==> config.mk <==
export PLATFORM = sky130hd
export DESIGN_NAME = pc_gen
export DESIGN_NICKNAME = d
export VERILOG_FILES = /design/src/common/fetch_pkg.sv /design/src/common/redirect_pkg.sv /design/src/fetch/pc_gen.sv
export SDC_FILE = /design/constraint.sdc
export NUM_CORES = 1
export LEC_CHECK = 0
export BUFFER_PORTS_ARGS = -buffer_cell sky130_fd_sc_hd__buf_2
export CAP_MARGIN = 20
export CORE_MARGIN = 2
export CORE_UTILIZATION = 30
export CTS_CLUSTER_SIZE = 10
export DETAILED_ROUTE_END_ITERATION = 10
export PLACE_DENSITY = 0.58
export SYNTH_ARGS = -nofsm -noshare
export SYNTH_HDL_FRONTEND = slang
export SYNTH_SLANG_ARGS = --single-unit
==> constraint.sdc <==
create_clock -name clk -period 3.3 [get_ports clk]
set_input_delay 0.66 -clock clk [delete_from_list [all_inputs] [get_ports clk]]
set_output_delay 0.66 -clock clk [all_outputs]
set_load 0.01 [all_outputs]
==> src/common/fetch_pkg.sv <==
package fetch_pkg;

    // byte address of the 64-bit core
    typedef logic [63:0] addr_t;

    // one uncompressed instruction
    typedef logic [31:0] inst_t;

    // one memory word as stored in the instruction memory
    typedef logic [63:0] mem_word_t;

    // same 64 bits seen as a doubleword or as two instruction slots
    typedef union packed {
        mem_word_t  dword;
        inst_t [1:0] slot;
    } fetch_word_u;

    // address bit that picks the slot inside a memory word
    localparam int SLOT_SEL_BIT = 2;

    // first instruction after reset
    localparam addr_t RESET_PC = 64'h0000_0000_8000_0000;

endpackage

==> src/common/redirect_pkg.sv <==
package redirect_pkg;

    // where the next pc comes from
    typedef enum logic [1:0] {
        REDIR_SEQ      = 2'd0,
        REDIR_JUMP     = 2'd1,
        REDIR_INDIRECT = 2'd2,
        REDIR_TRAP     = 2'd3
    } redirect_e;

    // jump beats jalr, jalr beats trap
    function automatic redirect_e select_redirect(
        input logic jump,
        input logic indirect,
        input logic trap
    );
        redirect_e sel;
        if (jump) begin
            sel = REDIR_JUMP;
        end else if (indirect) begin
            sel = REDIR_INDIRECT;
        end else if (trap) begin
            sel = REDIR_TRAP;
        end else begin
            sel = REDIR_SEQ;
        end
        return sel;
    endfunction

endpackage

==> src/fetch/pc_gen.sv <==
`timescale 1ns/1ns

module pc_gen (
    input  logic             clk,
    input  logic             arst_n_i,
    input  logic             advance_i,
    input  logic             jal_i,
    input  logic             branch_i,
    input  logic             jalr_i,
    input  logic             trap_i,
    input  fetch_pkg::addr_t alu_res_i,
    input  fetch_pkg::addr_t ex_pc_i,
    input  fetch_pkg::addr_t imm_i,
    input  fetch_pkg::addr_t rs1_data_i,
    input  fetch_pkg::addr_t mtvec_i,
    output fetch_pkg::addr_t pc_o,
    output logic             redirect_o
);
    import fetch_pkg::*;
    import redirect_pkg::*;

    redirect_e pc_sel;
    addr_t     pc_q;
    addr_t     pc_next;
    addr_t     jump_target;
    addr_t     indirect_sum;
    addr_t     indirect_target;
    logic      take_jump;

    // branch condition comes from the alu compare result
    assign take_jump = jal_i || (branch_i && (alu_res_i == '0));

    assign jump_target     = ex_pc_i + imm_i;
    assign indirect_sum    = rs1_data_i + imm_i;
    // jalr clears the lowest target bit
    assign indirect_target = {indirect_sum[63:1], 1'b0};

    assign pc_sel = select_redirect(take_jump, jalr_i, trap_i);

    always_comb begin
        case (pc_sel)
            REDIR_JUMP:     pc_next = jump_target;
            REDIR_INDIRECT: pc_next = indirect_target;
            REDIR_TRAP:     pc_next = mtvec_i;
            default:        pc_next = advance_i ? pc_q + 64'd4 : pc_q;
        endcase
    end

    always_ff @(posedge clk or negedge arst_n_i) begin
        if (!arst_n_i) begin
            pc_q <= RESET_PC;
        end else begin
            pc_q <= pc_next;
        end
    end

    assign pc_o       = pc_q;
    assign redirect_o = (pc_sel != REDIR_SEQ);

    // targets supplied by execute and csr must stay halfword aligned
    a_pc_aligned: assert property (
        @(posedge clk) disable iff (!arst_n_i)
        !pc_o[0]
    ) else $error("pc_gen: odd pc %h", pc_o);

endmodule

==> flow_summary.json <==
{
  "outcome": "finished, violations left",
  "violations": "negative setup slack",
  "dp_hpwl_um": 58900,
  "setup_ws_ns": -0.0296,
  "start_util_pct": 30.6,
  "worst_slew_pin_slew_ns": 0.886,
  "critPathLaunchType": "input pin",
  "ys_dominant_reg_cell": "dfrtp_1",
  "synth_top_area_share_pct": 13.0,
  "leakage_uw": 0.00914,
  "syn_area_per_cell_um2": 6.86,
  "grt-ovfl-total": 0,
  "seq_area_frac_synth_pct": 12.8,
  "yosysUniqueCellTypes": 82,
  "dieWidth_um": 209,
  "r2r-start": "pc_o[31]",
  "synth-seq-cells": 64,
  "syn_area_um2": 12600,
  "cts_hold_buf": 0,
  "synth-edff-count": 0,
  "num-nets-final": 3077,
  "cp_top_family": "compound AO/OA/AOI/OAI gates",
  "ff_latch_area_um2": 1600,
  "yosys_warnings": 0,
  "port-buffer-count": 391,
  "syn_to_final_growth_pct": 60.2,
  "wire_per_inst_um": 22.1,
  "postRouteAntennaNets": 0,
  "fill_cells": 4136,
  "fin_skew_ns": 0.00804,
  "critPathMaxFanout": 3,
  "synth.area.top_cells": "ha_1, dfrtp_1, a21oi_1, o21ai_0, nand2_1",
  "clkSinkCount": 64,
  "htree_levels": 3,
  "first_pass_iters": 8,
  "period_share_pct": 101,
  "cts_inserted_buffers": 9,
  "routed-via-count": 18017,
  "synthCells": 1832,
  "power.density_nw_per_um2": 322,
  "cts_tree": "done",
  "rsz0062_at_grt": "yes",
  "synth.most_common_cell": "a21oi_1",
  "synth_top_area_cell": "ha_1",
  "crit_chain": "buf_6 -> buf_6 -> ha_4 -> fa_2 -> a21o_1 -> a221oi_2 -> o2111a_1 -> nor4_2 -> o41a_1 -> o2111ai_4 -> a21oi_2 -> o21ai_1 -> buf_4 -> mux2i_1 -> nor2_1",
  "grt_max_degree": 43,
  "ys_async_sr_fraction_pct": 100,
  "cp_num_buf_inv": 3,
  "startpoint": "imm_i[0]",
  "die-area_um2": 43500,
  "syn-num-nets": 2292,
  "grt_pass1_vias": 16752,
  "max_slew_margin_pct": 40.9,
  "final.setup.tns_ns": -0.0628,
  "peakVddDrop_uv": 241,
  "drc": 0,
  "synth_commonest_cells": "a21oi_1, nand2_1, o21ai_0, ha_1, nor2_1",
  "multi_input_area_um2": 11400,
  "reg2reg_depth": 11,
  "r2r_slack_ns": 0.27,
  "io_pins": 392,
  "p_total_uw": 6480,
  "die_h_um": 209,
  "end_kind": "flop",
  "fmax_mhz": 300,
  "antenna_found_initial": 6,
  "slowest_stage": "o41a_1",
  "cp_slowest_stage_delay_ns": 0.41,
  "insertion_delay_ns": 0.34,
  "drive_above_1_share_pct": 41.0,
  "fp.coreArea_um2": 41100,
  "rows": 74,
  "clock_path_buffers": 2,
  "timing.setup.critical_path_class": "input pin to flop",
  "drv_cap": 0,
  "fin_crit_ns": 3.33,
  "hold_path_class": "input pin to async pin",
  "largest_reg_flops": 64,
  "gp_congestion": 1.03,
  "clock-root-buffer": "clkbuf_16",
  "via_per_inst": 5.71,
  "cpMostUsedCell": "buf_6",
  "required_ns": 3.53,
  "track_usage_pct": 30.0,
  "final-setup-viol-count": 4,
  "grt_pass1_wl_um": 101000,
  "worstPathArrival_ns": 3.56,
  "path_clk_slew_ns": 0.06,
  "slew_violations": 0,
  "finalHoldViolations": 0,
  "dr.first_iter.drc_count": 2004,
  "r2r_end": "pc_o[62]",
  "drt_wl_total_um": 69800
}
-- metrics by stage --
step	util (%)	area, um^2	hold slack (ns)	setup WS (ns)	instances
final	49.0	20100	0.425	-0.0296	3158
after global routing	49.0	20100	0.492	-0.152	3158
after CTS	46.2	19000	0.457	-0.0513	3135
after detailed placement	45.0	18500	0.481	-0.584	3111
after global placement	45.0	18500	0.486	-0.609	3111
after floorplan	-	12700	0.364	-0.0173	1832
-- power breakdown --
group	switching, uW	internal [uW]
sequential	308	976
combinational	2370	1970
clock	358	500
-- timing repair --
item / CTS / global route
pin swaps: 22 / 71
endpoints found under the hold margin: 0 / 0
gates resized for setup: 35 / 202
cloned: 1 / 5
buffers inserted: 9 / 15
endpoints found under the setup margin: 44 / 60
-- worst register-to-register path, delay by kind of cell, from the launching register on --
family	cells	cell delay [ns]
simple gates	8	1.84
flops	1	0.54
compound gates	1	0.23
buf+inv	1	0.16
mux	1	0.14
-- layer usage --
layer,vias up,wire (um),track usage [%]
li1,8540,-,-
met1,8464,31600,43.8
met2,906,30300,46.3
met3,105,5830,3.50
met4,2,2020,8.57
met5,-,13,0
-- worst max path at each step --
stage / end / slack, ns / depth (start not counted)
finish: pc_o[56] / -0.03 / 15
global route: pc_o[56] / -0.15 / 15
CTS: pc_o[56] / -0.05 / 15
detailed placement: pc_o[43] / -0.58 / 18
global placement: pc_o[43] / -0.61 / 18
floorplan: pc_o[51] / -0.02 / 12
-- final cells by class --
| cell class | count | area share [%] |
|---|---|---|
| inverter | 54 | 1.04 |
| tap | 532 | 3.31 |
| antenna | 5 | 0.0621 |
| timing repair buffer | 880 | 29.7 |
| sequential | 64 | 7.96 |
| multi-input combinational | 1608 | 56.6 |
| clock buffer | 11 | 1.16 |
| clock inverter | 4 | 0.112 |
-- layout by cell type, fill, tap and decap left out, drive strengths merged, types with 15 or more instances in the layout --
master  synthesis  routed
nand2         200     200
a31oi          19      19
or3            16      16
a221oi         40      40
nand3          55      55
ha            131     131
and3           15      15
buf             8     876
o211ai         20      20
o21ai         158     158
xnor2          69      69
nor4           26      26
a21oi         296     296
xor2           38      38
clkbuf         98      15
a21o           48      48
nand4          67      67
nor2          123     123
inv            53      52
o21bai         31      31
nor3           39      39
dfrtp          63      63
-- kinds of logic after synthesis --
family	after synthesis	share of synthesized area [%]
AO/OA/AOI/OAI	753	37.4
AND/OR/NAND/NOR	603	23.2
buffers and inverters	160	4.79
adder cells (fa/ha/maj)	133	13.4
XOR/XNOR	107	7.46
flip-flops	64	12.8
multiplexers	12	0.976
No activity file was read; power rests on OpenSTA's default activity.
