==> config.mk <==
export PLATFORM = sky130hd
export DESIGN_NAME = fetch_ctrl_flat
export DESIGN_NICKNAME = d
export VERILOG_FILES = /design/src/common/fetch_pkg.sv /design/src/common/imem_rd_if.sv /design/src/fetch/fetch_ctrl.sv /design/src/flat_wrapper.sv
export SDC_FILE = /design/constraint.sdc
export NUM_CORES = 1
export LEC_CHECK = 0
export ABC_CLOCK_PERIOD_IN_PS = 29700
export BUFFER_PORTS_ARGS = -buffer_cell sky130_fd_sc_hd__buf_2
export CAP_MARGIN = 20
export CORE_AREA = 2 2 119 121
export DETAILED_ROUTE_END_ITERATION = 7
export DIE_AREA = 0 0 121 123
export GPL_TIMING_DRIVEN = 0
export PLACE_DENSITY = 0.84
export SLEW_MARGIN = 5
export SYNTH_ARGS = -nofsm -noshare
export SYNTH_HDL_FRONTEND = slang
export SYNTH_SLANG_ARGS = --single-unit
==> constraint.sdc <==
create_clock -name clk -period 29.7 [get_ports clk]
set_clock_uncertainty 0.2 [all_clocks]
set_input_delay 5.94 -clock clk [delete_from_list [all_inputs] [get_ports clk]]
set_output_delay 5.94 -clock clk [all_outputs]
set_load 0.01 [all_outputs]
==> src/common/fetch_pkg.sv <==
package fetch_pkg;

    // byte address of the 64-bit core
    typedef logic [63:0] addr_t;

    // one uncompressed instruction
    typedef logic [31:0] inst_t;

    // one memory word as stored in the instruction memory
    typedef logic [63:0] mem_word_t;

    // same 64 bits seen as a doubleword or as two instruction slots
    typedef union packed {
        mem_word_t  dword;
        inst_t [1:0] slot;
    } fetch_word_u;

    // address bit that picks the slot inside a memory word
    localparam int SLOT_SEL_BIT = 2;

    // first instruction after reset
    localparam addr_t RESET_PC = 64'h0000_0000_8000_0000;

endpackage

==> src/common/imem_rd_if.sv <==
`timescale 1ns/1ns

interface imem_rd_if;
    import fetch_pkg::*;

    // address phase
    logic        req_valid;
    addr_t       req_addr;
    logic        req_ready;

    // data phase
    logic        resp_valid;
    fetch_word_u resp_data;
    logic        resp_ready;

    // fetch side
    modport requester (
        output req_valid,
        output req_addr,
        input  req_ready,
        input  resp_valid,
        input  resp_data,
        output resp_ready
    );

    // memory side
    modport responder (
        input  req_valid,
        input  req_addr,
        output req_ready,
        output resp_valid,
        output resp_data,
        input  resp_ready
    );

endinterface

==> src/fetch/fetch_ctrl.sv <==
`timescale 1ns/1ns

module fetch_ctrl (
    input  logic             clk,
    input  logic             arst_n_i,
    input  logic             stall_i,
    input  fetch_pkg::addr_t pc_i,
    input  logic             redirect_i,
    imem_rd_if.requester     rd,
    output logic             advance_o,
    output fetch_pkg::inst_t inst_o,
    output fetch_pkg::addr_t pc_o,
    output logic             inst_valid_o
);
    import fetch_pkg::*;

    localparam logic [1:0] S_IDLE = 2'd0;
    localparam logic [1:0] S_REQ  = 2'd1;
    localparam logic [1:0] S_RESP = 2'd2;

    logic [1:0] state_q;
    logic       hold_q;
    addr_t      addr_q;
    logic       req_fire;
    logic       resp_fire;
    logic       deliver;

    // one read at a time, address phase then data phase
    assign rd.req_valid  = (state_q == S_REQ);
    // first request cycle takes pc directly, later wait cycles replay the latch
    assign rd.req_addr   = hold_q ? addr_q : pc_i;
    assign rd.resp_ready = (state_q == S_RESP) && !stall_i;

    assign req_fire  = rd.req_valid && rd.req_ready;
    assign resp_fire = rd.resp_valid && rd.resp_ready;

    // a response counts only if it is still the pc we want
    assign deliver   = resp_fire && (addr_q == pc_i) && !redirect_i;
    assign advance_o = deliver;

    always_ff @(posedge clk or negedge arst_n_i) begin
        if (!arst_n_i) begin
            state_q <= S_IDLE;
            hold_q  <= 1'b0;
        end else begin
            case (state_q)
                S_IDLE: begin
                    state_q <= S_REQ;
                end
                S_REQ: begin
                    if (req_fire) begin
                        state_q <= S_RESP;
                        hold_q  <= 1'b0;
                    end else begin
                        hold_q  <= 1'b1;
                    end
                end
                S_RESP: begin
                    // stale or not, the response is consumed here
                    if (resp_fire) begin
                        state_q <= S_REQ;
                    end
                end
                default: begin
                    state_q <= S_IDLE;
                end
            endcase
        end
    end

    // address of the outstanding request
    always_ff @(posedge clk) begin
        if (state_q == S_REQ) begin
            addr_q <= rd.req_addr;
        end
    end

    always_ff @(posedge clk or negedge arst_n_i) begin
        if (!arst_n_i) begin
            inst_valid_o <= 1'b0;
        end else begin
            inst_valid_o <= deliver;
        end
    end

    always_ff @(posedge clk) begin
        if (deliver) begin
            inst_o <= rd.resp_data.slot[addr_q[SLOT_SEL_BIT]];
            pc_o   <= addr_q;
        end
    end

    a_req_addr_stable: assert property (
        @(posedge clk) disable iff (!arst_n_i)
        rd.req_valid && !rd.req_ready |=> rd.req_valid && $stable(rd.req_addr)
    ) else $error("fetch_ctrl: request changed before acceptance");

    // memory still holding a response means the previous read is open
    a_single_outstanding: assert property (
        @(posedge clk) disable iff (!arst_n_i)
        rd.resp_valid |-> !rd.req_valid
    ) else $error("fetch_ctrl: request issued with a response pending");

endmodule

==> src/flat_wrapper.sv <==
// flat-port wrapper written by rule: the top's interface ports become plain ports
module fetch_ctrl_flat import fetch_pkg::*;
  (clk, arst_n_i, stall_i, pc_i, redirect_i, advance_o, inst_o, pc_o, inst_valid_o, rd_req_valid, rd_req_addr, rd_req_ready, rd_resp_valid, rd_resp_data, rd_resp_ready);
  imem_rd_if rd_i ();
  input  logic clk;
  input  logic arst_n_i;
  input  logic stall_i;
  input  fetch_pkg::addr_t pc_i;
  input  logic redirect_i;
  output logic advance_o;
  output fetch_pkg::inst_t inst_o;
  output fetch_pkg::addr_t pc_o;
  output logic inst_valid_o;
  output wire logic [$bits(rd_i.req_valid)-1:0] rd_req_valid;
  output wire logic [$bits(rd_i.req_addr)-1:0] rd_req_addr;
  input wire logic [$bits(rd_i.req_ready)-1:0] rd_req_ready;
  input wire logic [$bits(rd_i.resp_valid)-1:0] rd_resp_valid;
  input wire logic [$bits(rd_i.resp_data)-1:0] rd_resp_data;
  output wire logic [$bits(rd_i.resp_ready)-1:0] rd_resp_ready;
  assign rd_req_valid = rd_i.req_valid;
  assign rd_req_addr = rd_i.req_addr;
  assign rd_i.req_ready = rd_req_ready;
  assign rd_i.resp_valid = rd_resp_valid;
  assign rd_i.resp_data = rd_resp_data;
  assign rd_resp_ready = rd_i.resp_ready;
  fetch_ctrl u_core (.clk(clk), .arst_n_i(arst_n_i), .stall_i(stall_i), .pc_i(pc_i), .redirect_i(redirect_i), .rd(rd_i), .advance_o(advance_o), .inst_o(inst_o), .pc_o(pc_o), .inst_valid_o(inst_valid_o));
endmodule
==> impl_metrics.xml, run 1 <==
<?xml version="1.0" encoding="UTF-8"?>
<metrics>
  <group name="floorplan">
    <metric name="die_height" unit="µm">123</metric>
    <metric name="io_pins" unit="">298</metric>
    <metric name="placementRows" unit="">43</metric>
    <metric name="placeableCoreArea" unit="µm²">13600</metric>
    <metric name="initial_util" unit="">0.502</metric>
    <metric name="design.die.area" unit="µm²">14900</metric>
    <metric name="die_outline_width" unit="µm">121</metric>
  </group>
  <group name="setup_path">
    <metric name="cp-end-kind" unit="">output port</metric>
    <metric name="crit_top_cell" unit="">sky130_fd_sc_hd__buf_2</metric>
    <metric name="worst_setup_path_start_kind" unit="">primary input</metric>
    <metric name="worst-endpoint-arrival" unit="ps">8050</metric>
    <metric name="r2r-start" unit="">u_core.addr_q[25]</metric>
    <metric name="timing_worst_setup_path_type" unit="">in2out</metric>
    <metric name="required_time_of_the_worst_setup_path" unit="ps">23560</metric>
    <metric name="critPathMaxFanout" unit="">10</metric>
    <metric name="timing.critical_path.from" unit="">pc_i[25]</metric>
    <metric name="timing.critical_path.max_delay_family" unit="">simple AND/OR/NAND/NOR gates</metric>
    <metric name="critPathMaxStageDelay" unit="ps">510</metric>
    <metric name="timing.critical_path.slowest_stage_cell" unit="">sky130_fd_sc_hd__nor4_4</metric>
    <metric name="worst-path-buf-inv" unit="">3</metric>
    <metric name="path_cells" unit="">buf_2 -&gt; xor2_1 -&gt; a2111o_1 -&gt; nor4_1 -&gt; nand4_1 -&gt; nor4_4 -&gt; buf_6 -&gt; buf_2</metric>
  </group>
  <group name="route">
    <metric name="vias" unit="">4935</metric>
    <metric name="route.final.wire_length" unit="mm">18.8</metric>
    <metric name="post_drt_wl_per_cell" unit="µm">20.3</metric>
    <metric name="drt_iter0_drc" unit="">383</metric>
    <metric name="remaining_antenna_violation_count_after_routing" unit="">0</metric>
    <metric name="first_pass_iters" unit="">8</metric>
    <metric name="route.detailed.drc" unit="">0</metric>
    <metric name="vias_per_cell" unit="">5.31</metric>
  </group>
  <group name="pwr">
    <metric name="seq_power_share" unit="">0.420</metric>
    <metric name="p_sw" unit="W">0.000306</metric>
    <metric name="p_leak" unit="nW">3.85</metric>
    <metric name="internal_power" unit="W">0.000638</metric>
    <metric name="powerDensity" unit="nW/µm²">101</metric>
    <metric name="swShare" unit="">0.324</metric>
    <metric name="power_frac_comb" unit="">0.337</metric>
    <metric name="vdd_ir_drop_max" unit="mV">0.0642</metric>
    <metric name="p_clk_frac" unit="">0.243</metric>
  </group>
  <group name="final_layout">
    <metric name="syn_to_final_growth" unit="%">36.7</metric>
    <metric name="ff_latch_area" unit="µm²">4900</metric>
    <metric name="number_of_fillers_in_the_final_layout" unit="">939</metric>
    <metric name="finish.net_count" unit="">867</metric>
    <metric name="multi_input_comb_area" unit="µm²">1790</metric>
    <metric name="drive_above_1_share" unit="">0.566</metric>
    <metric name="final_non_filler_cell_area" unit="µm²">9340</metric>
  </group>
  <group name="clock_network">
    <metric name="htree_levels" unit="">4</metric>
    <metric name="clock_latency_reported_for_the_late_side_of_the_worst_skew_pair" unit="ps">410</metric>
    <metric name="cts_setup_buffers" unit="">0</metric>
    <metric name="ctsResizeCount" unit="">0</metric>
    <metric name="clk_pin_slew" unit="ps">60</metric>
    <metric name="ctsLongestPathBuffers" unit="">2</metric>
    <metric name="cts-root-buf" unit="">sky130_fd_sc_hd__clkbuf_16</metric>
    <metric name="cts_hold_repair.buffers" unit="">0</metric>
    <metric name="clock_sink_count" unit="">164</metric>
    <metric name="cts_tree" unit="">done</metric>
    <metric name="cts-buffers-inserted" unit="">17</metric>
  </group>
  <group name="global_route">
    <metric name="number_of_antenna_violations_at_the_first_check_in_global_routing" unit="">4</metric>
    <metric name="grt_max_degree" unit="">32</metric>
    <metric name="grt_pass1_vias" unit="">4972</metric>
    <metric name="track_usage" unit="">0.247</metric>
    <metric name="grt_overflow_total" unit="">0</metric>
    <metric name="grt_first_pass_wirelength" unit="mm">26.8</metric>
  </group>
  <group name="synth">
    <metric name="yosysWarningCount" unit="">0</metric>
    <metric name="syn-mean-instance-area" unit="µm²">16.8</metric>
    <metric name="synth_area" unit="µm²">6840</metric>
    <metric name="postSynthRegisterBits" unit="">164</metric>
    <metric name="synth.distinct_cells" unit="">28</metric>
    <metric name="syn-num-nets" unit="">541</metric>
    <metric name="postSynthCellCount" unit="">407</metric>
    <metric name="synth-seq-area-share" unit="">0.718</metric>
  </group>
  <group name="sta">
    <metric name="ratio_of_final_minimum_period_to_clock_period" unit="">0.478</metric>
    <metric name="worst_slew_pin_slew" unit="ps">922</metric>
    <metric name="rsz0062_at_grt" unit="">no</metric>
    <metric name="hold_worst_slack" unit="ps">265</metric>
    <metric name="finalHoldViolCount" unit="">0</metric>
    <metric name="max-slew-margin-rel" unit="">0.385</metric>
    <metric name="clock.fmax" unit="MHz">70.5</metric>
    <metric name="tns" unit="ps">0</metric>
    <metric name="slew_viol_final" unit="">0</metric>
    <metric name="setup-violations-final" unit="">0</metric>
    <metric name="layout_min_cycle_time" unit="ps">14190</metric>
  </group>
  <group name="place">
    <metric name="dpl-instance-area" unit="µm²">8710</metric>
    <metric name="port_buffers" unit="">297</metric>
    <metric name="place.gp.congestion" unit="">0.904</metric>
    <metric name="place_hpwl" unit="mm">14.8</metric>
  </group>
  <group name="outcome">
    <metric name="status" unit="">completed</metric>
  </group>
  <group name="run">
    <metric name="cap_violations" unit="">0</metric>
  </group>
  <group name="worst_hold_path">
    <metric name="timing.hold.worst.class" unit="">reg2reg</metric>
    <metric name="holdCritStartpoint" unit="">u_core.addr_q[2]</metric>
  </group>
</metrics>
## cell families after synthesis
family / after synthesis / synth area share
flip-flops: 164 / 0.718
multiplexers: 83 / 0.137
AO/OA/AOI/OAI: 42 / 0.0428
buffers and inverters: 41 / 0.0231
AND/OR/NAND/NOR: 39 / 0.0311
XOR/XNOR: 38 / 0.0487
## worst paths after layout
path / end / slack [ps] / depth (start not counted)
max: advance_o / 15510 / 8
min: u_core.pc_o[2] / 270 / 0
max reg2reg: u_core.inst_o[3] / 26520 / 8
min reg2reg: u_core.pc_o[2] / 270 / 0
max in group asynchronous: u_core.state_q[1] / 24040 / 1
min in group asynchronous: u_core.inst_valid_o / 5130 / 1
## sequential cells by signal (all words and copies together) (netlist names)
name,count
u_core.addr_q,64
u_core.state_q,2
u_core.hold_q,1
u_core.inst_o,32
u_core.inst_valid_o,1
u_core.pc_o,64
## Yosys cell counts
cell type	count	area share
sky130_fd_sc_hd__a2111o_1	1	0.0016
sky130_fd_sc_hd__a21oi_1	1	0.00073
sky130_fd_sc_hd__a221oi_1	3	0.0038
sky130_fd_sc_hd__a222oi_1	1	0.0015
sky130_fd_sc_hd__a22o_1	3	0.0038
sky130_fd_sc_hd__a22oi_1	2	0.0022
sky130_fd_sc_hd__buf_1	1	0.00055
sky130_fd_sc_hd__buf_2	3	0.0022
sky130_fd_sc_hd__clkbuf_1	9	0.0049
sky130_fd_sc_hd__dfrtp_1	4	0.015
sky130_fd_sc_hd__edfxtp_1	160	0.70
sky130_fd_sc_hd__inv_1	28	0.015
sky130_fd_sc_hd__mux2_2	83	0.14
sky130_fd_sc_hd__nand2_1	13	0.0071
sky130_fd_sc_hd__nand2b_1	3	0.0027
sky130_fd_sc_hd__nand4_1	9	0.0082
sky130_fd_sc_hd__nor2_1	2	0.0011
sky130_fd_sc_hd__nor3_1	1	0.00073
sky130_fd_sc_hd__nor3b_1	1	0.0011
sky130_fd_sc_hd__nor4_1	9	0.0082
sky130_fd_sc_hd__nor4_2	1	0.0018
sky130_fd_sc_hd__o2111ai_1	1	0.0013
sky130_fd_sc_hd__o21a_1	1	0.0011
sky130_fd_sc_hd__o21ai_0	13	0.0095
sky130_fd_sc_hd__o22ai_1	9	0.0082
sky130_fd_sc_hd__o2bb2ai_1	7	0.0090
sky130_fd_sc_hd__xnor2_1	19	0.024
sky130_fd_sc_hd__xor2_1	19	0.024
## cell usage in the layout, fill, tap and decap left out, types with 2 or more instances in the layout
cell / synthesis / layout
sky130_fd_sc_hd__a22o_1: 3 / 3
sky130_fd_sc_hd__buf_6: 0 / 5
sky130_fd_sc_hd__dfrtp_1: 4 / 4
sky130_fd_sc_hd__inv_1: 28 / 28
sky130_fd_sc_hd__a22oi_1: 2 / 2
sky130_fd_sc_hd__clkbuf_16: 0 / 17
sky130_fd_sc_hd__xnor2_1: 19 / 19
sky130_fd_sc_hd__buf_2: 3 / 300
sky130_fd_sc_hd__clkbuf_8: 0 / 2
sky130_fd_sc_hd__clkbuf_1: 9 / 14
sky130_fd_sc_hd__o22ai_1: 9 / 9
sky130_fd_sc_hd__nand4_1: 9 / 9
sky130_fd_sc_hd__bufinv_16: 0 / 4
sky130_fd_sc_hd__nor4_1: 9 / 9
sky130_fd_sc_hd__o2bb2ai_1: 7 / 7
sky130_fd_sc_hd__nand2b_1: 3 / 3
sky130_fd_sc_hd__edfxtp_1: 160 / 160
sky130_fd_sc_hd__diode_2: 0 / 4
sky130_fd_sc_hd__o21ai_0: 13 / 13
sky130_fd_sc_hd__mux2_2: 83 / 83
sky130_fd_sc_hd__a221oi_1: 3 / 3
sky130_fd_sc_hd__nand2_1: 13 / 13
sky130_fd_sc_hd__buf_8: 0 / 3
sky130_fd_sc_hd__clkinv_4: 0 / 2
sky130_fd_sc_hd__xor2_1: 19 / 19
## through the flow
stage | utilization | instances | power [W] | setup WS, ps
2_1_floorplan | - | 407 | 0.000583 | 11360
4_1_cts | 0.686 | 926 | 0.000946 | 15510
3_3_place_gp | 0.628 | 884 | 0.000698 | 7820
3_5_place_dp | 0.640 | 894 | 0.000716 | 15530
5_1_grt | 0.686 | 928 | 0.000986 | 15400
6_report | 0.686 | 930 | 0.000943 | 15510
## routing by layer
metal | share of wire | GRT usage | wire, µm
met3 | 0.10 | 0.0886 | 1930
met1 | 0.36 | 0.277 | 6760
met2 | 0.51 | 0.426 | 9700
met4 | 0.025 | 0.105 | 463
met5 | 0 | 0 | 0
## final cells by class
class / instances / share of cell area
Antenna cell: 4 / 0.00107
Buffer: 13 / 0.00562
Clock buffer: 24 / 0.0505
Clock inverter: 8 / 0.0161
Inverter: 28 / 0.0112
Multi-Input combinational cell: 202 / 0.191
Sequential cell: 164 / 0.525
Tap cell: 180 / 0.0241
Timing Repair Buffer: 307 / 0.175
## power groups by stage
stage | combinational [W] | clock [W] | sequential (W)
finish | 0.000318 | 0.000229 | 0.000397
CTS | 0.000319 | 0.000232 | 0.000395
floorplan | 0.000193 | 0 | 0.000390
detailed placement | 0.000317 | 0 | 0.000399
global placement | 0.000297 | 0 | 0.000401
global route | 0.000340 | 0.000241 | 0.000404
No activity file was read; power rests on OpenSTA's default activity.
==> inputs of run 2 (changes only) <==
--- a/config.mk
+++ b/config.mk
@@ -5,14 +5,14 @@
 export SDC_FILE = /design/constraint.sdc
 export NUM_CORES = 1
 export LEC_CHECK = 0
-export ABC_CLOCK_PERIOD_IN_PS = 29700
+export ABC_CLOCK_PERIOD_IN_PS = 13300
 export BUFFER_PORTS_ARGS = -buffer_cell sky130_fd_sc_hd__buf_2
 export CAP_MARGIN = 20
-export CORE_AREA = 2 2 119 121
+export CORE_AREA = 2 2 123 125
 export DETAILED_ROUTE_END_ITERATION = 7
-export DIE_AREA = 0 0 121 123
+export DIE_AREA = 0 0 125 127
 export GPL_TIMING_DRIVEN = 0
-export PLACE_DENSITY = 0.84
+export PLACE_DENSITY = 0.79
 export SLEW_MARGIN = 5
 export SYNTH_ARGS = -nofsm -noshare
 export SYNTH_HDL_FRONTEND = slang
==> constraint.sdc (replaced) <==
create_clock -name clk -period 13.3 [get_ports clk]
set_clock_uncertainty 0.2 [all_clocks]
set_input_delay 2.66 -clock clk [delete_from_list [all_inputs] [get_ports clk]]
set_output_delay 2.66 -clock clk [all_outputs]
set_load 0.01 [all_outputs]
==> run 2 against run 1 <==
  * Worst setup slack got worse by 10000 ps
  * Die area is 6.7% higher
  * Routed wire length increased by 1.1%
  * Power rose by 130%
  * Via count is 0.89% lower
  * Core utilization is 3.5 points lower
  * Cell area rose by 0.56%
  * Clock power is 140% higher
  * Combinational power up 130%
  * Critical endpoint unchanged
  * Cell count up 0.22%
  * Count of clock-buffer cells in the layout decreased by 2
==> impl_metrics.xml, run 2 (synthesized netlist as in run 1, its figures left out) <==
<?xml version="1.0" encoding="UTF-8"?>
<metrics>
  <group name="outcome">
    <metric name="status" unit="">completed</metric>
  </group>
  <group name="place">
    <metric name="dpl-instance-area" unit="µm²">8730</metric>
    <metric name="port_buffers" unit="">297</metric>
    <metric name="place.gp.congestion" unit="">0.899</metric>
    <metric name="place_hpwl" unit="mm">14.8</metric>
  </group>
  <group name="floorplan">
    <metric name="placementRows" unit="">44</metric>
    <metric name="placeableCoreArea" unit="µm²">14400</metric>
    <metric name="initial_util" unit="">0.474</metric>
    <metric name="die_outline_width" unit="µm">125</metric>
    <metric name="design.die.area" unit="µm²">15900</metric>
    <metric name="io_pins" unit="">298</metric>
    <metric name="die_height" unit="µm">127</metric>
  </group>
  <group name="sta">
    <metric name="rsz0062_at_grt" unit="">no</metric>
    <metric name="layout_min_cycle_time" unit="ps">8060</metric>
    <metric name="finalHoldViolCount" unit="">0</metric>
    <metric name="ratio_of_final_minimum_period_to_clock_period" unit="">0.606</metric>
    <metric name="setup-violations-final" unit="">0</metric>
    <metric name="max-slew-margin-rel" unit="">0.350</metric>
    <metric name="hold_worst_slack" unit="ps">255</metric>
    <metric name="clock.fmax" unit="MHz">124</metric>
    <metric name="slew_viol_final" unit="">0</metric>
    <metric name="worst_slew_pin_slew" unit="ps">967</metric>
  </group>
  <group name="setup_path">
    <metric name="cp-end-kind" unit="">output port</metric>
    <metric name="path_cells" unit="">buf_2 -&gt; xor2_1 -&gt; a2111o_1 -&gt; nor4_1 -&gt; nand4_1 -&gt; nor4_4 -&gt; buf_6 -&gt; buf_2</metric>
    <metric name="timing.critical_path.slowest_stage_cell" unit="">sky130_fd_sc_hd__nor4_4</metric>
    <metric name="critPathMaxFanout" unit="">15</metric>
    <metric name="timing_worst_setup_path_type" unit="">in2out</metric>
    <metric name="required_time_of_the_worst_setup_path" unit="ps">10440</metric>
    <metric name="worst-endpoint-arrival" unit="ps">5200</metric>
    <metric name="worst_setup_path_start_kind" unit="">primary input</metric>
    <metric name="critPathMaxStageDelay" unit="ps">890</metric>
    <metric name="crit_top_cell" unit="">sky130_fd_sc_hd__buf_2</metric>
  </group>
  <group name="global_route">
    <metric name="grt_max_degree" unit="">20</metric>
    <metric name="grt_overflow_total" unit="">0</metric>
    <metric name="grt_first_pass_wirelength" unit="mm">27.9</metric>
    <metric name="grt_pass1_vias" unit="">4950</metric>
    <metric name="number_of_antenna_violations_at_the_first_check_in_global_routing" unit="">2</metric>
    <metric name="track_usage" unit="">0.235</metric>
  </group>
  <group name="clock_network">
    <metric name="ctsResizeCount" unit="">0</metric>
    <metric name="clk_pin_slew" unit="ps">60</metric>
    <metric name="clock_sink_count" unit="">164</metric>
    <metric name="cts_tree" unit="">done</metric>
    <metric name="cts_setup_buffers" unit="">0</metric>
    <metric name="cts-root-buf" unit="">sky130_fd_sc_hd__clkbuf_16</metric>
    <metric name="cts_hold_repair.buffers" unit="">0</metric>
    <metric name="cts-buffers-inserted" unit="">17</metric>
    <metric name="htree_levels" unit="">4</metric>
    <metric name="ctsLongestPathBuffers" unit="">2</metric>
    <metric name="clock_latency_reported_for_the_late_side_of_the_worst_skew_pair" unit="ps">420</metric>
  </group>
  <group name="pwr">
    <metric name="internal_power" unit="W">0.00147</metric>
    <metric name="swShare" unit="">0.319</metric>
    <metric name="p_leak" unit="nW">3.87</metric>
    <metric name="p_sw" unit="W">0.000689</metric>
    <metric name="vdd_ir_drop_max" unit="mV">0.176</metric>
    <metric name="powerDensity" unit="nW/µm²">230</metric>
    <metric name="total_power" unit="W">0.00216</metric>
    <metric name="seq_power_share" unit="">0.411</metric>
    <metric name="p_clk_frac" unit="">0.253</metric>
    <metric name="power_frac_comb" unit="">0.336</metric>
  </group>
  <group name="route">
    <metric name="vias_per_cell" unit="">5.25</metric>
    <metric name="route.final.wire_length" unit="mm">19.1</metric>
    <metric name="drt_iter0_drc" unit="">401</metric>
    <metric name="vias" unit="">4891</metric>
    <metric name="post_drt_wl_per_cell" unit="µm">20.5</metric>
    <metric name="first_pass_iters" unit="">5</metric>
    <metric name="remaining_antenna_violation_count_after_routing" unit="">0</metric>
    <metric name="route.detailed.drc" unit="">0</metric>
  </group>
  <group name="worst_hold_path">
    <metric name="timing.hold.worst.class" unit="">reg2reg</metric>
  </group>
  <group name="final_layout">
    <metric name="drive_above_1_share" unit="">0.566</metric>
    <metric name="layout_top_registers" unit="">u_core.addr_q (64), u_core.pc_o (64), u_core.inst_o (32)</metric>
    <metric name="final_core_util" unit="">0.651</metric>
    <metric name="final_cell_mix" unit="">300 x sky130_fd_sc_hd__buf_2, 160 x sky130_fd_sc_hd__edfxtp_1, 83 x sky130_fd_sc_hd__mux2_2</metric>
    <metric name="layout_commonest_cell" unit="">sky130_fd_sc_hd__buf_2</metric>
    <metric name="finish.net_count" unit="">867</metric>
    <metric name="syn_to_final_growth" unit="%">37.5</metric>
    <metric name="final_non_filler_cell_area" unit="µm²">9400</metric>
  </group>
  <group name="run">
    <metric name="cap_violations" unit="">0</metric>
  </group>
</metrics>
run 2: cell types whose count changed in the layout (fill, tap and decap cells not counted):
cell                         previous run  this run
sky130_fd_sc_hd__clkbuf_1              14        13
sky130_fd_sc_hd__diode_2                4         2
sky130_fd_sc_hd__buf_6                  5         6
sky130_fd_sc_hd__clkinvlp_4             1         2
sky130_fd_sc_hd__clkinv_1               0         1
sky130_fd_sc_hd__clkbuf_8               2         1
sky130_fd_sc_hd__clkinv_4               2         0
sky130_fd_sc_hd__buf_12                 1         0
sky130_fd_sc_hd__buf_16                 1         3
sky130_fd_sc_hd__buf_8                  3         1
sky130_fd_sc_hd__bufinv_16              4         6
run 2: layout make-up:
cell class	instances	area, µm²
diodes	2	5.00
plain buffers	13	52.6
clock buffers	22	454
clock inverters	10	204
fillers	1069	5030
inverters	28	105
multi-input cells	202	1790
flip-flops and latches	164	4900
well taps	184	230
repair buffers	307	1650
run 2: path summary, 6_finish.rpt:
kind,depth (start not counted),startpoint,to,slack (ps)
worst max-delay path,8,pc_i[25],advance_o,5240
max in group asynchronous,1,arst_n_i,u_core.state_q[0],10930
worst min register to register,0,u_core.addr_q[2],u_core.pc_o[2],260
worst min-delay path,0,u_core.addr_q[2],u_core.pc_o[2],260
min in group asynchronous,1,arst_n_i,u_core.inst_valid_o,1840
worst max register to register,8,u_core.addr_q[25],u_core.inst_o[1],9690
run 2: power groups by stage:
stage | Clock (W) | Sequential [W] | Combinational, W
floorplan | 0 | 0.000871 | 0.000430
global placement | 0 | 0.000896 | 0.000663
detailed placement | 0 | 0.000892 | 0.000722
CTS | 0.000555 | 0.000883 | 0.000727
global route | 0.000575 | 0.000899 | 0.000776
finish | 0.000547 | 0.000886 | 0.000725
run 2: layer usage:
metal  global-route usage  vias to the layer above  share of wire
met5                    0                        -              0
met4                0.101                        0          0.023
met3               0.0775                       28          0.096
met2                0.401                      281           0.51
met1                0.274                     2361           0.37
li1                     -                     2221              -
run 2: per-stage QoR:
step                setup TNS, ps  setup slack, ps  cells
detailed placement              0             5290    898
global placement            -2010            -2010    888
CTS                             0             5250    930
global route                    0             5110    932
floorplan                       0             1520    407
finish                          0             5240    932
run 2: worst max-delay path: cells and delay by family:
family / cells / cell delay [ps]
xor+xnor: 1 / 150
simple gates: 3 / 1530
compound gates: 1 / 310
buf+inv: 3 / 560
==> inputs of run 3 (changes only) <==
--- a/config.mk
+++ b/config.mk
@@ -5,7 +5,7 @@
 export SDC_FILE = /design/constraint.sdc
 export NUM_CORES = 1
 export LEC_CHECK = 0
-export ABC_CLOCK_PERIOD_IN_PS = 13300
+export ABC_CLOCK_PERIOD_IN_PS = 8300
 export BUFFER_PORTS_ARGS = -buffer_cell sky130_fd_sc_hd__buf_2
 export CAP_MARGIN = 20
 export CORE_AREA = 2 2 123 125
==> constraint.sdc (replaced) <==
create_clock -name clk -period 8.3 [get_ports clk]
set_clock_uncertainty 0.2 [all_clocks]
set_input_delay 1.66 -clock clk [delete_from_list [all_inputs] [get_ports clk]]
set_output_delay 1.66 -clock clk [all_outputs]
set_load 0.01 [all_outputs]
==> run 3 against run 2 <==
  * Die area stayed put
  * Register-to-register slack got worse by 4700 ps
  * Critical path depth did not move
  * Via count up 0.14%
  * Cell count down 0.11%
  * Worst hold slack worse by 2.7 ps
  * Global-route usage shrank 0.60 points
  * First-iteration DRC count decreased by 15%
  * Critical endpoint unchanged
==> impl_metrics.xml, run 3 (synthesized netlist as in run 1, its figures left out) <==
<?xml version="1.0" encoding="UTF-8"?>
<metrics>
  <group name="setup_path">
    <metric name="reg2reg_setup_slack" unit="ps">4940</metric>
    <metric name="worst-path-buf-inv" unit="">3</metric>
    <metric name="path_cells" unit="">buf_2 -&gt; xnor2_1 -&gt; nand4_1 -&gt; nor4_1 -&gt; nand4_1 -&gt; nor4_4 -&gt; buf_8 -&gt; buf_2</metric>
    <metric name="timing.critical_path.max_delay_family" unit="">simple AND/OR/NAND/NOR gates</metric>
    <metric name="worst_setup_path_start_kind" unit="">primary input</metric>
    <metric name="worst-endpoint-arrival" unit="ps">4180</metric>
    <metric name="timing_worst_setup_path_type" unit="">in2out</metric>
    <metric name="critPathMaxStageDelay" unit="ps">900</metric>
    <metric name="r2r-end" unit="">u_core.pc_o[15]</metric>
    <metric name="critPathMaxFanout" unit="">14</metric>
    <metric name="r2r-start" unit="">u_core.addr_q[36]</metric>
    <metric name="ff2ff_path_depth" unit="">7</metric>
    <metric name="cp-end-kind" unit="">output port</metric>
    <metric name="timing.critical_path.slowest_stage_cell" unit="">sky130_fd_sc_hd__nor4_4</metric>
    <metric name="required_time_of_the_worst_setup_path" unit="ps">6440</metric>
  </group>
  <group name="place">
    <metric name="dpl-instance-area" unit="µm²">8700</metric>
    <metric name="port_buffers" unit="">297</metric>
    <metric name="place.gp.congestion" unit="">0.867</metric>
    <metric name="post-place-ws" unit="ps">2230</metric>
    <metric name="dp_cells" unit="">897</metric>
    <metric name="place_hpwl" unit="mm">14.4</metric>
  </group>
  <group name="clock_network">
    <metric name="cts_setup_buffers" unit="">0</metric>
    <metric name="cts_hold_repair.buffers" unit="">0</metric>
    <metric name="clock_sink_count" unit="">164</metric>
    <metric name="cts-buffers-inserted" unit="">17</metric>
    <metric name="ctsLongestPathBuffers" unit="">2</metric>
    <metric name="htree_levels" unit="">4</metric>
    <metric name="ctsResizeCount" unit="">0</metric>
    <metric name="clk_pin_slew" unit="ps">60</metric>
    <metric name="clock_latency_reported_for_the_late_side_of_the_worst_skew_pair" unit="ps">420</metric>
    <metric name="cts-root-buf" unit="">sky130_fd_sc_hd__clkbuf_16</metric>
    <metric name="cts_tree" unit="">done</metric>
  </group>
  <group name="sta">
    <metric name="slew_viol_final" unit="">0</metric>
    <metric name="ratio_of_final_minimum_period_to_clock_period" unit="">0.728</metric>
    <metric name="clock.fmax" unit="MHz">166</metric>
    <metric name="finalHoldViolCount" unit="">0</metric>
    <metric name="max-slew-margin-rel" unit="">0.371</metric>
    <metric name="layout_min_cycle_time" unit="ps">6040</metric>
    <metric name="final_critical_path_setup_slack" unit="ps">2260</metric>
    <metric name="setup-violations-final" unit="">0</metric>
    <metric name="rsz0062_at_grt" unit="">no</metric>
    <metric name="worst_slew_pin_slew" unit="ps">936</metric>
  </group>
  <group name="global_route">
    <metric name="grt_overflow_total" unit="">0</metric>
    <metric name="grt_max_degree" unit="">30</metric>
    <metric name="grt_pass1_vias" unit="">4931</metric>
    <metric name="grt_first_pass_wirelength" unit="mm">27.6</metric>
    <metric name="number_of_antenna_violations_at_the_first_check_in_global_routing" unit="">2</metric>
    <metric name="track_usage" unit="">0.229</metric>
  </group>
  <group name="pwr">
    <metric name="vdd_ir_drop_max" unit="mV">0.241</metric>
    <metric name="powerDensity" unit="nW/µm²">357</metric>
    <metric name="p_leak" unit="nW">3.82</metric>
    <metric name="swShare" unit="">0.336</metric>
    <metric name="internal_power" unit="W">0.00220</metric>
    <metric name="seq_power_share" unit="">0.430</metric>
    <metric name="power_frac_comb" unit="">0.338</metric>
    <metric name="p_clk_frac" unit="">0.231</metric>
    <metric name="p_sw" unit="W">0.00111</metric>
  </group>
  <group name="floorplan">
    <metric name="die_outline_width" unit="µm">125</metric>
    <metric name="placeableCoreArea" unit="µm²">14400</metric>
    <metric name="placementRows" unit="">44</metric>
    <metric name="initial_util" unit="">0.474</metric>
    <metric name="die_height" unit="µm">127</metric>
    <metric name="design.die.area" unit="µm²">15900</metric>
    <metric name="io_pins" unit="">298</metric>
  </group>
  <group name="final_layout">
    <metric name="finish.net_count" unit="">866</metric>
    <metric name="layout_commonest_cell" unit="">sky130_fd_sc_hd__buf_2</metric>
    <metric name="finalNonFillerCells" unit="">931</metric>
    <metric name="drive_above_1_share" unit="">0.570</metric>
    <metric name="final_cell_mix" unit="">300 x sky130_fd_sc_hd__buf_2, 160 x sky130_fd_sc_hd__edfxtp_1, 83 x sky130_fd_sc_hd__mux2_2</metric>
    <metric name="layout_top_registers" unit="">u_core.addr_q (64), u_core.pc_o (64), u_core.inst_o (32)</metric>
    <metric name="final_non_filler_cell_area" unit="µm²">9290</metric>
    <metric name="syn_to_final_growth" unit="%">35.9</metric>
    <metric name="number_of_fillers_in_the_final_layout" unit="">1063</metric>
  </group>
  <group name="route">
    <metric name="vias_per_cell" unit="">5.26</metric>
    <metric name="route.detailed.drc" unit="">0</metric>
    <metric name="vias" unit="">4898</metric>
    <metric name="first_pass_iters" unit="">5</metric>
    <metric name="route.final.wire_length" unit="mm">18.4</metric>
    <metric name="remaining_antenna_violation_count_after_routing" unit="">0</metric>
    <metric name="post_drt_wl_per_cell" unit="µm">19.7</metric>
    <metric name="drt_iter0_drc" unit="">340</metric>
  </group>
  <group name="worst_hold_path">
    <metric name="timing.hold.worst.class" unit="">reg2reg</metric>
    <metric name="holdCritStartpoint" unit="">u_core.addr_q[2]</metric>
    <metric name="hold-path-endpoint" unit="">u_core.pc_o[2]</metric>
    <metric name="worstHoldPathCells" unit="">0</metric>
  </group>
  <group name="run">
    <metric name="cap_violations" unit="">0</metric>
  </group>
  <group name="outcome">
    <metric name="status" unit="">completed</metric>
  </group>
</metrics>
[run 3: through the flow]
step                      hold WS [ps]  setup TNS [ps]  total power, W   util
after floorplan                    224               0         0.00209      -
after global placement             229           -1550         0.00251  0.594
after detailed placement           239               0         0.00256  0.603
after CTS                          254               0         0.00333  0.644
after global routing               264               0         0.00348  0.644
final                              252               0         0.00332  0.644
[run 3: area by class of cell]
cell class	count	area [µm²]	area share
repair buffers	306	1620	0.174
plain buffers	13	52.6	0.00566
clock inverters	15	156	0.0168
multi-input cells	202	1790	0.193
clock buffers	17	425	0.0458
diodes	2	5.00	0.000539
flip-flops and latches	164	4900	0.528
inverters	28	105	0.0113
well taps	184	230	0.0248
[run 3: how the worst max path moves through the flow]
stage	start	end	slack (ps)	depth (start not counted)
3_5_place_dp	pc_i[36]	advance_o	2230	8
2_1_floorplan	pc_i[25]	advance_o	730	5
5_1_grt	pc_i[36]	advance_o	2110	8
4_1_cts	pc_i[36]	advance_o	2200	8
6_report	pc_i[36]	advance_o	2260	8
3_3_place_gp	pc_i[36]	advance_o	-1550	7
[run 3: routing by layer]
layer / vias up / global-route usage / wire, µm
met4: 0 / 0.0967 / 544
met2: 253 / 0.387 / 9270
met5: - / 0 / 0
met1: 2380 / 0.276 / 7010
met3: 40 / 0.0691 / 1540
li1: 2225 / - / -
[run 3: power groups by stage]
stage	registers [W]	logic (W)	clock network [W]
6_report	0.00143	0.00112	0.000766
5_1_grt	0.00145	0.00121	0.000816
4_1_cts	0.00142	0.00113	0.000781
3_5_place_dp	0.00144	0.00113	0
3_3_place_gp	0.00144	0.00107	0
2_1_floorplan	0.00140	0.000689	0
